===== src/axi_master_settings.svh =====
`ifndef AXI_MASTER_SETTINGS_SVH
`define AXI_MASTER_SETTINGS_SVH

// byte address and data widths of the AXI-Lite bus
`define AXI_ADDR_W 32
`define AXI_DATA_W 32

// slave register bank, word addresses 0x00 to 0x3C
`define AXI_NUM_REGS 16

// SLVERR read responses before r_timeout
`define AXI_TIMEOUT_LIMIT 10

// slave delay from valid to ready
`define AXI_SLAVE_WAIT 2

`endif


===== src/axi_master_pkg.sv =====
package axi_master_pkg;

    // AXI response code, bit 1 marks an error
    typedef enum logic [1:0] {
        OKAY   = 2'b00,
        EXOKAY = 2'b01,
        SLVERR = 2'b10,
        DECERR = 2'b11
    } axi_resp_t;

endpackage


===== src/axi_fsm.sv =====
`include "axi_master_settings.svh"

module axi_fsm (
    input  logic                    clk,
    input  logic                    rst,

    input  logic                    re,
    output logic                    r_success,
    output logic                    r_timeout,

    input  logic                    we,
    output logic                    w_success,
    output logic                    w_busy,

    input  logic                    arready,
    output logic                    arvalid,

    input  axi_master_pkg::axi_resp_t rresp,
    input  logic                    rvalid,
    output logic                    rready,

    input  logic                    awready,
    output logic                    awvalid,

    input  logic                    wready,
    output logic                    wvalid,

    input  axi_master_pkg::axi_resp_t bresp,
    input  logic                    bvalid,
    output logic                    bready
);
    localparam int CNT_W = $clog2(`AXI_TIMEOUT_LIMIT + 1);

    typedef enum logic [1:0] {
        AW_WAIT,
        AW_SEND,
        AW_RESP_WAIT,
        AW_SUCCESS
    } aw_state_t;

    typedef enum logic [1:0] {
        W_WAIT,
        W_SEND,
        W_RESP_WAIT,
        W_SUCCESS
    } w_state_t;

    typedef enum logic [1:0] {
        R_WAIT,
        R_ADDR_SEND,
        R_DATA_WAIT,
        R_SUCCESS
    } r_state_t;

    aw_state_t        aw_state, aw_n_state;
    w_state_t         w_state, w_n_state;
    r_state_t         r_state, r_n_state;
    logic [CNT_W-1:0] err_count;

    always_ff @(posedge clk) begin
        if (rst) begin
            aw_state <= AW_WAIT;
            w_state  <= W_WAIT;
            r_state  <= R_WAIT;
        end else begin
            aw_state <= aw_n_state;
            w_state  <= w_n_state;
            r_state  <= r_n_state;
        end
    end

    // write address channel
    always_comb begin
        case (aw_state)
            AW_WAIT:      aw_n_state = we ? AW_SEND : AW_WAIT;
            AW_SEND:      aw_n_state = awready ? AW_RESP_WAIT : AW_SEND;
            AW_RESP_WAIT: begin
                if (bvalid) begin
                    aw_n_state = bresp[1] ? AW_WAIT : AW_SUCCESS;
                end else begin
                    aw_n_state = AW_RESP_WAIT;
                end
            end
            AW_SUCCESS:   aw_n_state = w_success ? AW_WAIT : AW_SUCCESS;
            default:      aw_n_state = AW_WAIT;
        endcase
    end

    // write data channel
    always_comb begin
        case (w_state)
            W_WAIT:      w_n_state = we ? W_SEND : W_WAIT;
            W_SEND:      w_n_state = wready ? W_RESP_WAIT : W_SEND;
            W_RESP_WAIT: begin
                if (bvalid) begin
                    w_n_state = bresp[1] ? W_WAIT : W_SUCCESS;
                end else begin
                    w_n_state = W_RESP_WAIT;
                end
            end
            W_SUCCESS:   w_n_state = w_success ? W_WAIT : W_SUCCESS;
            default:     w_n_state = W_WAIT;
        endcase
    end

    // read channel
    always_comb begin
        case (r_state)
            R_WAIT:      r_n_state = re ? R_ADDR_SEND : R_WAIT;
            R_ADDR_SEND: r_n_state = arready ? R_DATA_WAIT : R_ADDR_SEND;
            R_DATA_WAIT: begin
                if (rvalid) begin
                    r_n_state = rresp[1] ? R_WAIT : R_SUCCESS;
                end else begin
                    r_n_state = R_DATA_WAIT;
                end
            end
            R_SUCCESS:   r_n_state = R_WAIT;
            default:     r_n_state = R_WAIT;
        endcase
    end

    assign awvalid = (aw_state == AW_SEND);
    assign wvalid  = (w_state == W_SEND);
    assign arvalid = (r_state == R_ADDR_SEND);

    // accept only in the beat where the slave presents valid
    assign bready = (w_state == W_RESP_WAIT) && bvalid;
    assign rready = (r_state == R_DATA_WAIT) && rvalid;

    // both halves of the write must land in success together
    assign w_success = (aw_state == AW_SUCCESS) && (w_state == W_SUCCESS);
    assign w_busy    = !((aw_state == AW_WAIT) && (w_state == W_WAIT));
    assign r_success = (r_state == R_SUCCESS);

    // error reads since the last good one, saturating at the limit
    always_ff @(posedge clk) begin
        if (rst) begin
            err_count <= '0;
        end else if ((r_state == R_DATA_WAIT) && rvalid) begin
            if (!rresp[1]) begin
                err_count <= '0;
            end else if (err_count != CNT_W'(`AXI_TIMEOUT_LIMIT)) begin
                err_count <= err_count + 1'b1;
            end
        end
    end

    assign r_timeout = (err_count == CNT_W'(`AXI_TIMEOUT_LIMIT));

endmodule


===== src/axi_lite_regfile.sv =====
`include "axi_master_settings.svh"

module axi_lite_regfile (
    input  logic                      clk,
    input  logic                      rst,
    input  logic [`AXI_ADDR_W-1:0]    awaddr,
    input  logic                      awvalid,
    output logic                      awready,
    input  logic [`AXI_DATA_W-1:0]    wdata,
    input  logic                      wvalid,
    output logic                      wready,
    output axi_master_pkg::axi_resp_t bresp,
    output logic                      bvalid,
    input  logic                      bready,
    input  logic [`AXI_ADDR_W-1:0]    araddr,
    input  logic                      arvalid,
    output logic                      arready,
    output logic [`AXI_DATA_W-1:0]    rdata,
    output axi_master_pkg::axi_resp_t rresp,
    output logic                      rvalid,
    input  logic                      rready
);
    import axi_master_pkg::*;

    localparam int IDX_W  = $clog2(`AXI_NUM_REGS);
    localparam int WAIT_W = (`AXI_SLAVE_WAIT > 1) ? $clog2(`AXI_SLAVE_WAIT) : 1;

    logic [`AXI_DATA_W-1:0] regs [`AXI_NUM_REGS];
    logic [`AXI_ADDR_W-1:0] aw_addr_q;
    logic [`AXI_DATA_W-1:0] w_data_q;
    logic                   aw_held, w_held;
    logic                   aw_take, w_take, ar_take;
    logic                   wr_commit;
    logic [`AXI_ADDR_W-1:0] wr_addr;
    logic [`AXI_DATA_W-1:0] wr_data;

    // per channel: 0 = aw, 1 = w, 2 = ar
    logic [2:0]        ch_valid, ch_open, ch_ready;
    logic [WAIT_W-1:0] wait_cnt [3];

    function automatic logic addr_ok(input logic [`AXI_ADDR_W-1:0] a);
        return (a[1:0] == 2'b00) && (a[`AXI_ADDR_W-1:2] < (`AXI_ADDR_W-2)'(`AXI_NUM_REGS));
    endfunction

    assign ch_valid = {arvalid, wvalid, awvalid};
    // no new beat while a response is still outstanding
    assign ch_open  = {!rvalid, !w_held && !bvalid, !aw_held && !bvalid};

    always_ff @(posedge clk) begin
        for (int i = 0; i < 3; i++) begin
            if (rst) begin
                wait_cnt[i] <= '0;
                ch_ready[i] <= 1'b0;
            end else begin
                ch_ready[i] <= 1'b0;
                if (ch_valid[i] && ch_open[i] && !ch_ready[i]) begin
                    if (wait_cnt[i] == WAIT_W'(`AXI_SLAVE_WAIT - 1)) begin
                        ch_ready[i] <= 1'b1;
                        wait_cnt[i] <= '0;
                    end else begin
                        wait_cnt[i] <= wait_cnt[i] + 1'b1;
                    end
                end else if (!ch_valid[i]) begin
                    wait_cnt[i] <= '0;
                end
            end
        end
    end

    assign awready = ch_ready[0];
    assign wready  = ch_ready[1];
    assign arready = ch_ready[2];

    assign aw_take = awvalid && awready;
    assign w_take  = wvalid && wready;
    assign ar_take = arvalid && arready;

    // address and data may arrive in either order
    assign wr_addr   = aw_take ? awaddr : aw_addr_q;
    assign wr_data   = w_take ? wdata : w_data_q;
    assign wr_commit = (aw_held || aw_take) && (w_held || w_take) && !bvalid;

    always_ff @(posedge clk) begin
        if (aw_take) begin
            aw_addr_q <= awaddr;
        end
        if (w_take) begin
            w_data_q <= wdata;
        end
        if (wr_commit) begin
            bresp <= addr_ok(wr_addr) ? OKAY : SLVERR;
        end
    end

    always_ff @(posedge clk) begin
        if (rst) begin
            aw_held <= 1'b0;
            w_held  <= 1'b0;
            bvalid  <= 1'b0;
            regs    <= '{default: '0};
        end else begin
            if (wr_commit) begin
                aw_held <= 1'b0;
                w_held  <= 1'b0;
                bvalid  <= 1'b1;
                if (addr_ok(wr_addr)) begin
                    regs[wr_addr[IDX_W+1:2]] <= wr_data;
                end
            end else begin
                if (aw_take) begin
                    aw_held <= 1'b1;
                end
                if (w_take) begin
                    w_held <= 1'b1;
                end
                if (bvalid && bready) begin
                    bvalid <= 1'b0;
                end
            end
        end
    end

    // read response, held until rready
    always_ff @(posedge clk) begin
        if (ar_take) begin
            if (addr_ok(araddr)) begin
                rdata <= regs[araddr[IDX_W+1:2]];
                rresp <= OKAY;
            end else begin
                rdata <= '0;
                rresp <= SLVERR;
            end
        end
    end

    always_ff @(posedge clk) begin
        if (rst) begin
            rvalid <= 1'b0;
        end else if (ar_take) begin
            rvalid <= 1'b1;
        end else if (rvalid && rready) begin
            rvalid <= 1'b0;
        end
    end

endmodule


===== src/axi_master_datapath.sv =====
`include "axi_master_settings.svh"

module axi_master_datapath (
    input  logic                      clk,
    input  logic                      rst,
    input  logic                      re,
    input  logic                      we,
    input  logic [`AXI_ADDR_W-1:0]    addr,
    input  logic [`AXI_DATA_W-1:0]    wdata_in,
    input  logic                      rvalid,
    input  logic                      rready,
    input  axi_master_pkg::axi_resp_t rresp,
    input  logic [`AXI_DATA_W-1:0]    rdata_bus,
    input  logic                      bvalid,
    input  logic                      bready,
    input  axi_master_pkg::axi_resp_t bresp,
    output logic [`AXI_ADDR_W-1:0]    awaddr,
    output logic [`AXI_ADDR_W-1:0]    araddr,
    output logic [`AXI_DATA_W-1:0]    wdata,
    output logic [`AXI_DATA_W-1:0]    rdata,
    output logic                      r_fail,
    output logic                      w_fail
);
    logic r_beat;
    logic b_beat;

    assign r_beat = rvalid && rready;
    assign b_beat = bvalid && bready;

    // request payload, sampled on the strobe
    always_ff @(posedge clk) begin
        if (we) begin
            awaddr <= addr;
            wdata  <= wdata_in;
        end
        if (re) begin
            araddr <= addr;
        end
    end

    // last good read, lines up with r_success
    always_ff @(posedge clk) begin
        if (rst) begin
            rdata <= '0;
        end else if (r_beat && !rresp[1]) begin
            rdata <= rdata_bus;
        end
    end

    always_ff @(posedge clk) begin
        if (rst) begin
            r_fail <= 1'b0;
            w_fail <= 1'b0;
        end else begin
            r_fail <= r_beat && rresp[1];
            w_fail <= b_beat && bresp[1];
        end
    end

endmodule


===== src/axi_master_top.sv =====
`include "axi_master_settings.svh"

module axi_master_top (
    input  logic                   clk,
    input  logic                   rst,
    input  logic                   re,
    input  logic                   we,
    input  logic [`AXI_ADDR_W-1:0] addr,
    input  logic [`AXI_DATA_W-1:0] wdata,
    output logic [`AXI_DATA_W-1:0] rdata,
    output logic                   r_success,
    output logic                   r_fail,
    output logic                   r_timeout,
    output logic                   w_success,
    output logic                   w_fail,
    output logic                   w_busy
);
    import axi_master_pkg::*;

    // AXI-Lite bus between master and slave
    logic [`AXI_ADDR_W-1:0] awaddr;
    logic                   awvalid, awready;
    logic [`AXI_DATA_W-1:0] axi_wdata;
    logic                   wvalid, wready;
    axi_resp_t              bresp;
    logic                   bvalid, bready;
    logic [`AXI_ADDR_W-1:0] araddr;
    logic                   arvalid, arready;
    logic [`AXI_DATA_W-1:0] axi_rdata;
    axi_resp_t              rresp;
    logic                   rvalid, rready;

    axi_fsm axi_fsm_inst (
        .clk       (clk),
        .rst       (rst),
        .re        (re),
        .r_success (r_success),
        .r_timeout (r_timeout),
        .we        (we),
        .w_success (w_success),
        .w_busy    (w_busy),
        .arready   (arready),
        .arvalid   (arvalid),
        .rresp     (rresp),
        .rvalid    (rvalid),
        .rready    (rready),
        .awready   (awready),
        .awvalid   (awvalid),
        .wready    (wready),
        .wvalid    (wvalid),
        .bresp     (bresp),
        .bvalid    (bvalid),
        .bready    (bready)
    );

    axi_master_datapath axi_master_datapath_inst (
        .clk       (clk),
        .rst       (rst),
        .re        (re),
        .we        (we),
        .addr      (addr),
        .wdata_in  (wdata),
        .rvalid    (rvalid),
        .rready    (rready),
        .rresp     (rresp),
        .rdata_bus (axi_rdata),
        .bvalid    (bvalid),
        .bready    (bready),
        .bresp     (bresp),
        .awaddr    (awaddr),
        .araddr    (araddr),
        .wdata     (axi_wdata),
        .rdata     (rdata),
        .r_fail    (r_fail),
        .w_fail    (w_fail)
    );

    axi_lite_regfile axi_lite_regfile_inst (
        .clk     (clk),
        .rst     (rst),
        .awaddr  (awaddr),
        .awvalid (awvalid),
        .awready (awready),
        .wdata   (axi_wdata),
        .wvalid  (wvalid),
        .wready  (wready),
        .bresp   (bresp),
        .bvalid  (bvalid),
        .bready  (bready),
        .araddr  (araddr),
        .arvalid (arvalid),
        .arready (arready),
        .rdata   (axi_rdata),
        .rresp   (rresp),
        .rvalid  (rvalid),
        .rready  (rready)
    );

endmodule


===== config.mk =====
export PLATFORM = sky130hd
export DESIGN_NAME = axi_master_top
export DESIGN_NICKNAME = d
export VERILOG_FILES = /design/src/axi_master_pkg.sv /design/src/axi_fsm.sv /design/src/axi_lite_regfile.sv /design/src/axi_master_datapath.sv /design/src/axi_master_top.sv
export VERILOG_INCLUDE_DIRS = /design/src
export SDC_FILE = /design/constraint.sdc
export NUM_CORES = 1
export LEC_CHECK = 0
export ABC_CLOCK_PERIOD_IN_PS = 3750
export BUFFER_PORTS_ARGS = -buffer_cell sky130_fd_sc_hd__buf_2
export CAP_MARGIN = 20
export CORE_ASPECT_RATIO = 1.25
export CORE_UTILIZATION = 65
export DETAILED_ROUTE_END_ITERATION = 10
export PLACE_DENSITY = 0.83
export SLEW_MARGIN = 10
export SYNTH_ARGS = -nofsm -noshare
export SYNTH_HDL_FRONTEND = slang
export SYNTH_SLANG_ARGS = --single-unit

===== constraint.sdc =====
create_clock -name clk -period 3.75 [get_ports clk]
set_clock_uncertainty 0.1 [all_clocks]
set_input_delay 0.75 -clock clk [delete_from_list [all_inputs] [get_ports clk]]
set_output_delay 0.75 -clock clk [all_outputs]
set_load 0.05 [all_outputs]

Yosys cells after proc, flatten, opt, wreduce, memory -nomap -nowiden --
Memories as Yosys holds them, arrays and structs flattened. Cells that the tools add are included.
Operators by class: divide/modulo/power cells 0, bitwise gates (word level) 11, multipliers 0, eq/ne operators 12, mux-type cells 76, $add $sub $neg 4, reductions and logical operators 46, magnitude comparators 5, shift operators 0
Operators with widths (count):
- $bwmux 512 | 1
- $mux 32 | 5
- $bmux 32 s4 | 1
- $demux 32 s4 | 1
- $lt 30x5->1 const B | 2
- $mux 1 | 53
- $logic_and 1x1->1 | 25
- $pmux 2 s4 | 3
- $mux 2 | 10
- $eq 2x2->1 const B | 6
- $ge 5x5->1 const B | 2
- $logic_not 2->1 | 5
- $not 4->5 | 2
- $logic_not 1->1 | 9
- $or 1x1->1 | 9
- $mux 4 | 2
- $eq 2x1->1 const B | 3
- $lt 5x1->1 const B | 1
- $add 4x1->4 const B | 1
- $eq 4x4->1 const B | 1
- $ne 4x4->1 const B | 1
- $reduce_and 2->1 | 2
- $reduce_bool 2->1 | 2
- $add 1x1->1 const B | 3
- other kinds (3) | 4
Storage, ports and cells: word-level logic and storage cells 191, bits in read-only memories 0, bits in latches 0, memory bits (writable) 3, bits in registers 759, output and inout bits 38, memories kept 1
Memory list:
- axi_lite_regfile_inst.wait_cnt | depth 3, width 1, read ports 3, clocked after Yosys merged registers in 0, wr ports 3, RTL line axi_lite_regfile.sv:39 | logic [WAIT_W-1:0] wait_cnt [3];

Longest topological paths before layout --
Gate-level depths: netlist of run 1.
word-level depth 10, depth in mapped cells 9

Hierarchy --
Synthesis of run 1 repeated with hierarchy kept, for this count alone.
Second synthesis, totals: cell total of the unflattened synthesis 2735, area total of the unflattened synthesis 31589.0 µm²
By module, submodules not included:
- axi_lite_regfile | times used 1, area each 26565.5 µm², seq. area each 12782.3 µm², cells an instance 2419
- axi_master_datapath | times used 1, area each 4415.5 µm², seq. area each 3563.4 µm², cells an instance 240
- axi_fsm | times used 1, area each 608.1 µm², seq. area each 200.2 µm², cells an instance 76

Least setup slack after synthesis of run 1 --
Ideal clock, no wire load.
path type register -> register, start register axi_master_datapath_inst.araddr[2], end register axi_lite_regfile_inst.rdata[10], data pin, clock period less this slack 2.247 ns, arrival time 1.872 ns, required time 3.375 ns, path slack 1.503 ns, stages on the path, launching flop included 7, path buffers 3, cell sequence edfxtp_1 > buf_2 > buf_2 > buf_2 > mux4_2 > mux2i_1 > a211oi_1
Between the ends: word-level cells in the longest chain between the ends 4
RTL lines:
- start, declared | RTL line axi_master_datapath.sv:18 | output logic [`AXI_ADDR_W-1:0] araddr,
- start signal, assigned | RTL line axi_master_datapath.sv:37 | araddr <= addr;
- branches (longest 4 deep; another with $lt 30x5->1)
- end signal, assigned | RTL line axi_lite_regfile.sv:127 | rdata <= regs[araddr[IDX_W+1:2]];
- end, declared | RTL line axi_lite_regfile.sv:18 | output logic [`AXI_DATA_W-1:0] rdata,
Parallel ways; which one is timed is not known. The select of a mux whose other input is x is not followed. A chain may end at the register's enable or synchronous reset.

Worst setup path in the final report of run 1 --
start register axi_fsm_inst.aw_state[0], end register axi_lite_regfile_inst.regs[231] (netlist name)
RTL lines:
- start, declared | RTL line axi_fsm.sv:55 | aw_state_t aw_state, aw_n_state;
- start signal, assigned | RTL line axi_fsm.sv:66 | aw_state <= aw_n_state;
- $eq 2x1->1 | RTL line axi_fsm.sv:123 | assign awvalid = (aw_state == AW_SEND);
- $logic_and 1x1->1 | RTL line axi_lite_regfile.sv:74 | assign aw_take = awvalid && awready;
- $logic_or 1x1->1 | RTL line axi_lite_regfile.sv:81 | assign wr_commit = (aw_held || aw_take) && (w_held || w_take) && !bvalid;
- $logic_and 1x1->1 (2 in series) | RTL line axi_lite_regfile.sv:81
- via axi_lite_regfile_inst.wr_commit | RTL line axi_lite_regfile.sv:33 | logic wr_commit;
- $reduce_and 2->1 (no line)
- end signal, assigned by index | RTL line axi_lite_regfile.sv:107 | regs[wr_addr[IDX_W+1:2]] <= wr_data;
- end, declared | RTL line axi_lite_regfile.sv:28 | logic [`AXI_DATA_W-1:0] regs [`AXI_NUM_REGS];
The timed path passes the listed nets, and every way through them passes these cells.

==> results.txt, run 1 <==
The total setup violations reported at the end of the flow was 0; the first-pass detailed-route iteration total was 7. Register share of total power: 46.1%. Synthesis produced a netlist whose cell count is 2849. The area overhead of the layout relative to synthesis was 9.70%; the number of vias per cell after detailed routing was 7.46. The synthesized netlist contains 46 unique library cells. The share of the synthesized area in the top cell type works out to 39.2%.

The final setup TNS was 0 ns. For the number of inserted diodes, the log shows 0. The logs give 0 for the post-detailed-route count of antenna-violating nets and 0.0135 W for the internal power summed over all cells. The areal power density over the cells is 533 mW/mm^2. The clock period could shrink to 3.32 ns. Gates resized during post-CTS repair numbered 0.

The detailed router finished its first iteration with 3699 violations. By count the netlist is led by sky130_fd_sc_hd__dfxtp_1, sky130_fd_sc_hd__a211oi_1, sky130_fd_sc_hd__a31oi_1. The die covers 0.0502 sq mm. Routability-driven placement finished with a final weighted congestion of 0.809. The layout cell share with drive strength beyond 1 came out at 18.4%. The logs give 2829 for the net total in the final layout and 0.206 ns for the worst hold slack after final layout. The run gives 3 as the largest buffer count on any clock path. Data on the critical path arrives at its endpoint at 3.74 ns. Buffers inserted to repair hold after CTS numbered 0. The chip width was 201 um; the number of buffer cells added on primary ports was 105. After detailed routing, the number of remaining DRC violations is 0. During synthesis, Yosys emitted a total of 0 warnings. Counting flops and latches in the post-synthesis netlist gives 760. The tools report the peak ir drop on the vdd network as 0.000458 V. Averaged over all synthesized cells, the footprint is 11.2 sq um.

The tools report the post-synthesis sequential area ratio as 51.7%. Dividing the detail-routed wire length by the instance count gives 26.6 um. Entering global routing, the biggest net connects 164 pins. The run gives 0.0484 sq mm as the placeable core region. The tool flagged a number of max-cap violations equal to 0.

The worst register-to-register path begins at axi_fsm_inst.aw_state[0]. The final critical-path share of the clock period was 88.5%; the total clock buffers created by CTS was 71. The run gives 0 as the number of setup buffers added after CTS. The leakage component of the power was 11.6 nW.

Yosys attributes the largest share of cell area to sky130_fd_sc_hd__dfxtp_1, sky130_fd_sc_hd__a211oi_1, sky130_fd_sc_hd__edfxtp_1, sky130_fd_sc_hd__a31oi_1, sky130_fd_sc_hd__mux4_2. Number of rows created at floorplan: 90. Switching power total: 0.00523 W. The highest clock rate was 301 MHz; the hold path depth was 1.

The buffer type at the clock tree root was sky130_fd_sc_hd__clkbuf_16. The run gives 48900 um as the total half-perimeter wirelength after legalization and detailed placement. Setup repair after global routing left no endpoint under its margin. The die boundary height was 250 um; the total overflow reported by the global router was 0.

The logs give 30.8% for the worst slew slack as a fraction of its limit and 760 for the total clock sinks. Number of enable-type register cells in the synthesized netlist: 133. STA classifies the critical path startpoint as a flop. The run gives 0 as the final-report hold violation count. In this run the count of I/O pins placed on the die edge is 106.

After clock tree synthesis, the clock-pin slew on the worst setup and hold paths is 0.06 ns. The number of antenna violations at the first check in global routing is 1, and the starting density of the core is 66.1%. Among all cell types in the netlist, the one instantiated most often is sky130_fd_sc_hd__dfxtp_1. The tools report the routed wire length as 92200 um. Across all layers, the routed design uses 25800 vias.

Critical path required time: 4.17 ns. For the pin with the worst max-slew slack, the measured transition is 1.04 ns. The max-slew violation total from the final report came out at 0. The tools report the endpoint of the worst-slack reg-to-reg timing path as axi_lite_regfile_inst.regs[231]. The worst hold path begins at wdata[19]. The clock network is responsible for 40.2% of the overall power. The flow ran to the end, and the final reports show no timing, DRC or antenna violations. The run gives 26100 as the number of global-route vias before repair. For the aggregate global-route resource usage, the log shows 36.5%. H-tree depth: 3. Combinational cells account for 13.6% of the total power. For this run, the leading register cell type out of synthesis is sky130_fd_sc_hd__dfxtp_1. The setup check on the worst reg-to-reg path leaves a slack of 0.43 ns. The worst hold path terminates at axi_master_datapath_inst.wdata[19].

Of the total power, the share spent switching nets is 27.9%. Of all nets on the critical path, the largest fanout is 87. The post-synthesis cell type with the largest combined area is sky130_fd_sc_hd__dfxtp_1. At the later pin of the worst-skew pair, clock insertion delay measures 0.62 ns. The first global-routing pass estimated 145000 um of wire. The number of cells on the worst reg-to-reg path is 6. For the summed instance area of the synthesized netlist, the log shows 0.0320 sq mm. TritonCTS built the clock tree.

The type of the tightest min-delay check is input pin to flop. Fraction of registers with async set/reset: 0%. Kind of end point of the critical path: a flop. Synthesis produced a netlist with a net count of 2919. The critical path start-end classification is flop to flop.
flip-flops by register name, indices dropped and copies added (netlist names), 2 cells and up:
name,flops
axi_lite_regfile_inst.wait_cnt,3
axi_master_datapath_inst.araddr,32
axi_fsm_inst.w_state,2
axi_lite_regfile_inst.w_data_q,32
axi_fsm_inst.err_count,4
axi_fsm_inst.aw_state,2
axi_lite_regfile_inst.ch_ready,3
axi_master_datapath_inst.awaddr,32
axi_fsm_inst.r_state,2
axi_lite_regfile_inst.regs,512
axi_lite_regfile_inst.rdata,32
axi_master_datapath_inst.rdata,32
axi_lite_regfile_inst.aw_addr_q,32
axi_master_datapath_inst.wdata,32
how the worst max path moves through the flow:
stage	startpoint	end	slack [ns]	depth (start not counted)
6_report	axi_fsm_inst.aw_state[0]	axi_lite_regfile_inst.regs[231]	0.43	6
5_1_grt	axi_fsm_inst.aw_state[0]	axi_lite_regfile_inst.regs[231]	0.24	6
4_1_cts	axi_fsm_inst.aw_state[0]	axi_lite_regfile_inst.regs[245]	0.49	6
3_5_place_dp	axi_fsm_inst.aw_state[0]	axi_lite_regfile_inst.regs[226]	0.60	6
3_3_place_gp	axi_fsm_inst.aw_state[0]	axi_lite_regfile_inst.regs[290]	0.79	8
2_1_floorplan	axi_master_datapath_inst.araddr[2]	axi_lite_regfile_inst.rdata[10]	1.50	6
metal layers:
layer | routed length, um | track usage (%)
met5 | 13 | 0
met4 | 6240 | 25.6
met3 | 9510 | 6.69
met2 | 43500 | 59.1
met1 | 32900 | 44.4
placed cells by master, fill, tap and decap left out, types with 3 or more instances in the layout:
| master | instances |
|---|---|
| sky130_fd_sc_hd__a211oi_1 | 561 |
| sky130_fd_sc_hd__a211oi_2 | 18 |
| sky130_fd_sc_hd__a21boi_4 | 3 |
| sky130_fd_sc_hd__a21oi_1 | 42 |
| sky130_fd_sc_hd__a21oi_4 | 3 |
| sky130_fd_sc_hd__a31oi_1 | 512 |
| sky130_fd_sc_hd__and3_1 | 7 |
| sky130_fd_sc_hd__buf_12 | 23 |
| sky130_fd_sc_hd__buf_2 | 103 |
| sky130_fd_sc_hd__buf_4 | 100 |
| sky130_fd_sc_hd__bufinv_16 | 6 |
| sky130_fd_sc_hd__clkbuf_1 | 16 |
| sky130_fd_sc_hd__clkbuf_16 | 77 |
| sky130_fd_sc_hd__clkbuf_8 | 11 |
| sky130_fd_sc_hd__clkinv_2 | 14 |
| sky130_fd_sc_hd__dfxtp_1 | 627 |
| sky130_fd_sc_hd__edfxtp_1 | 133 |
| sky130_fd_sc_hd__inv_1 | 37 |
| sky130_fd_sc_hd__mux2i_1 | 65 |
| sky130_fd_sc_hd__mux2i_4 | 3 |
| sky130_fd_sc_hd__mux4_2 | 128 |
| sky130_fd_sc_hd__nand2_1 | 171 |
| sky130_fd_sc_hd__nand2b_1 | 6 |
| sky130_fd_sc_hd__nand3_1 | 6 |
| sky130_fd_sc_hd__nand3b_1 | 5 |
| sky130_fd_sc_hd__nand4_1 | 6 |
| sky130_fd_sc_hd__nor2_1 | 14 |
| sky130_fd_sc_hd__nor2b_1 | 37 |
| sky130_fd_sc_hd__nor3_1 | 12 |
| sky130_fd_sc_hd__nor3b_1 | 4 |
| sky130_fd_sc_hd__nor4_1 | 21 |
| sky130_fd_sc_hd__nor4b_4 | 12 |
| sky130_fd_sc_hd__o21ai_0 | 4 |
through the flow:
stage          utilization [%]  area, sq um  power [W]  setup slack (ns)  cells
2_1_floorplan                -        32000     0.0105              1.50   2849
4_1_cts                   72.6        35100     0.0186             0.492   3461
5_1_grt                   72.6        35100     0.0192             0.239   3461
3_5_place_dp              67.5        32700     0.0113             0.602   3330
3_3_place_gp              67.5        32700     0.0112             0.792   3330
6_report                  72.6        35100     0.0187             0.430   3461
logic make-up (layout without fill, tap and decap cells):
logic type | count (synthesis) | in the layout | share of synthesized area [%]
AO/OA/AOI/OAI | 1149 | 1149 | 25.0
flip-flops | 760 | 760 | 51.7
buffers and inverters | 427 | 395 | 6.63
AND/OR/NAND/NOR | 311 | 311 | 5.27
multiplexers | 198 | 198 | 11.3
adder cells (fa/ha/maj) | 2 | 2 | 0.0781
XOR/XNOR | 2 | 2 | 0.0547
power by group through the flow:
stage	sequential, W	clock [W]	combinational (W)
after floorplan	0.00876	0	0.00172
after global placement	0.00879	0	0.00238
after detailed placement	0.00881	0	0.00244
after CTS	0.00863	0.00754	0.00246
after global routing	0.00865	0.00789	0.00265
final	0.00863	0.00754	0.00255
critical path, stage by stage (launching register included):
cell,delay [ns]
sky130_fd_sc_hd__dfxtp_1,0.56
sky130_fd_sc_hd__nand3b_4,0.34
sky130_fd_sc_hd__a221oi_4,0.49
sky130_fd_sc_hd__a21boi_4,0.31
sky130_fd_sc_hd__buf_4,0.80
sky130_fd_sc_hd__a31oi_1,0.24
sky130_fd_sc_hd__a211oi_1,0.31
area by class of cell:
type | instances | area (sq um)
flip-flops and latches | 760 | 16500
multi-input cells | 1662 | 13500
fillers | 3085 | 13300
clock buffers | 104 | 2140
repair buffers | 227 | 1740
well taps | 644 | 806
clock inverters | 27 | 309
inverters | 37 | 139
(Power assumes the default switching activity.)
==> inputs of run 2 (changes only) <==
--- a/config.mk
+++ b/config.mk
@@ -16,4 +16,5 @@
 export SLEW_MARGIN = 10
 export SYNTH_ARGS = -nofsm -noshare
 export SYNTH_HDL_FRONTEND = slang
+export SYNTH_HIERARCHICAL = 1
 export SYNTH_SLANG_ARGS = --single-unit
==> results.txt, run 2 <==
The run finished with clean final reports. The design draws 0.0169 W. The run gives 0.0316 sq mm as the summed instance area of the synthesized netlist. Entering global routing, the biggest net connects 100 pins. The tools report the filler-free cell count of the finished design as 3444. The kind of end point of the critical path was a flop. The chip width is 199 um. The net count of the finished layout is 2818. The average routed wire per standard cell came out at 20.7 um.

Among cell families on the critical path, the largest total delay comes from simple AND/OR/NAND/NOR gates. The max-slew violation total from the final report came out at 0. The run gives 3 as the H-tree depth.

Setup violations remaining at the end of the flow were counted as 0. Counting every sink on the clock net gives 760. The number of primary I/O pins is 106. The post-route netlist has 15.3% of its cells at a drive strength greater than 1. Together, buffers and inverters on the worst path number 2. The Yosys step of the flow raised 6 warnings.

Register share of total power: 50.9%. The startpoint of the most critical register-to-register path is axi_fsm_inst/w_state[0]. The type of the tightest min-delay check is input pin to flop. The run gives 0 as the total overflow reported by the global router. In the layout the commonest cells are sky130_fd_sc_hd__nand2_1, sky130_fd_sc_hd__dfxtp_1, sky130_fd_sc_hd__mux2i_1. For the worst setup path, the data required time is 4.11 ns.

The tools report the start point of the critical path as axi_fsm_inst/w_state[0]. The areal power density over the cells came out at 488 mW/mm^2. The peak ir drop on the vdd network is 0.000440 V, and the starting density of the core is 66.4%. TritonCTS built the clock tree. For the pin with the worst max-slew slack, the measured transition is 1.17 ns.

The critical path start-end classification is flop to flop. Clock-pin slew was measured on the worst setup and hold paths at 0.06 ns. The first routing iteration left 1575 violations.

Synthesis handed over a netlist of 2732 instances. Of all nets on the critical path, the largest fanout is 17. Across the run, the number of max-cap violations was 0.

For this run, the slowest stage of the critical path takes 0.51 ns. The post-synth net total is 2802. The clock power share was 42.8%; the final critical-path share of the clock period was 84.8%. The number of antenna violations at the first check in global routing came out at 2. The floorplan has 89 rows. The final-report hold violation count came out at 0.

More flip-flops sit in one register than any other, and that register is axi_lite_regfile_inst/regs. The register with the most flip-flops in the layout has 512 of them. The tools report the number of global-route vias before repair as 21200. The data arrival time at the worst-slack endpoint is 3.54 ns, and the fill cell total of the finished layout is 3184. The tools report the total clock buffers created by CTS as 72. Subtracting the final worst setup slack from the clock period gives 3.18 ns. Setup repair after global routing left no endpoint under its margin.

In the routed design, unresolved DRC markers number 0. The total die area is 0.0495 sq mm. At the end of routability-driven placement, the weighted congestion stood at 0.787.

The final route contains 20700 vias. The number of gates resized after CTS was 0. In this run switching power makes up 23.3% of total power. The tools report the placeable core region as 0.0475 sq mm. Including well taps, the total number of placed cells is 3311.

The signal on the critical path passes through nor2b_1 -> a21oi_1 -> or2_1 -> o32ai_4 -> buf_4 -> nand3_4 -> buf_12 -> mux2i_1. After clock tree synthesis, the setup repair step added 0 buffers. Summed over all nets, the switching power comes to 0.00395 W. The first global-routing pass estimated 113000 um of wire. The tools report the aggregate global-route resource usage as 29.4%.

The die boundary height was 248 um. The cell sitting at the root of the clock tree is a sky130_fd_sc_hd__clkbuf_16. The first-pass detailed-route iteration total was 5. The slowest cell on the critical path is sky130_fd_sc_hd__dfxtp_1.

The startpoint identified for the worst hold timing path is wdata[26]. Compared with the post-synthesis result, the final layout area differs by 9.79%. The run gives 314 MHz as the highest clock rate.

Cell internal power was estimated by the tool at 0.0130 W. The routed design has 71300 um of wire. The total of hold buffers inserted after clock tree synthesis is 0.

Per report_power, the combinational group accounts for 6.2% of the total. Counting along the longest clock path gives a buffer depth of 3. Port buffering added 105 buffers.

Most frequent standard cell in the layout excluding fill and tap cells: sky130_fd_sc_hd__nand2_1. The total half-perimeter wirelength after legalization and detailed placement was 41400 um; the final setup TNS was 0 ns. The mean cell area of the mapped netlist works out to 11.6 sq um. The startpoint type of the worst setup path is a flop. The leakage component of the power is 15.9 nW. The clock reaches the later pin of the worst-skew pair after 0.62 ns. The number of vias per cell after detailed routing came out at 6.00. The post-detailed-route count of antenna-violating nets was 0. Measured against its own limit, the worst slew margin works out to 22.1%.
run 2: per-layer routing:
layer  wire (um)  part of all wire [%]  GRT usage (%)
met1       29600                    42           37.5
met2       35600                    50           49.4
met3        3490                   4.9           3.96
met4        2540                   3.6           13.2
met5          13                 0.018              0
run 2: layout make-up:
class / count / area, sq um / share of cell area [%]
Sequential cell: 760 / 16500 / 47.7
Clock buffer: 102 / 2100 / 6.06
Tap cell: 637 / 797 / 2.30
Inverter: 42 / 165 / 0.477
Multi-Input combinational cell: 1710 / 13700 / 39.4
Timing Repair Buffer: 162 / 1140 / 3.29
Clock inverter: 30 / 248 / 0.715
Antenna cell: 1 / 2.50 / 0.00722
run 2: power groups by stage:
| stage | clock (W) | combinational [W] | sequential (W) |
|---|---|---|---|
| after floorplan | 0 | 0.000779 | 0.00875 |
| after global placement | 0 | 0.00101 | 0.00879 |
| after detailed placement | 0 | 0.00104 | 0.00880 |
| after CTS | 0.00733 | 0.00105 | 0.00862 |
| after global routing | 0.00765 | 0.00114 | 0.00864 |
| final | 0.00725 | 0.00105 | 0.00862 |
run 2: path summary, 6_finish.rpt:
kind,slack (ns),to,depth (start not counted)
worst max-delay path,0.57,axi_lite_regfile_inst/regs[392],8
worst max register to register,0.57,axi_lite_regfile_inst/regs[392],8
worst min register to register,0.34,axi_lite_regfile_inst/aw_addr_q[31],2
worst min-delay path,0.20,axi_master_datapath_inst/wdata[26],1
run 2: metrics by stage:
step | area, sq um | setup WS (ns) | util (%) | hold slack (ns)
5_1_grt | 34700 | 0.366 | 72.9 | 0.191
3_3_place_gp | 32300 | 0.705 | 67.9 | 0.330
3_5_place_dp | 32300 | 0.629 | 67.9 | 0.335
4_1_cts | 34700 | 0.594 | 72.9 | 0.177
2_1_floorplan | 31600 | 1.18 | - | 0.322
6_report | 34700 | 0.568 | 72.9 | 0.202
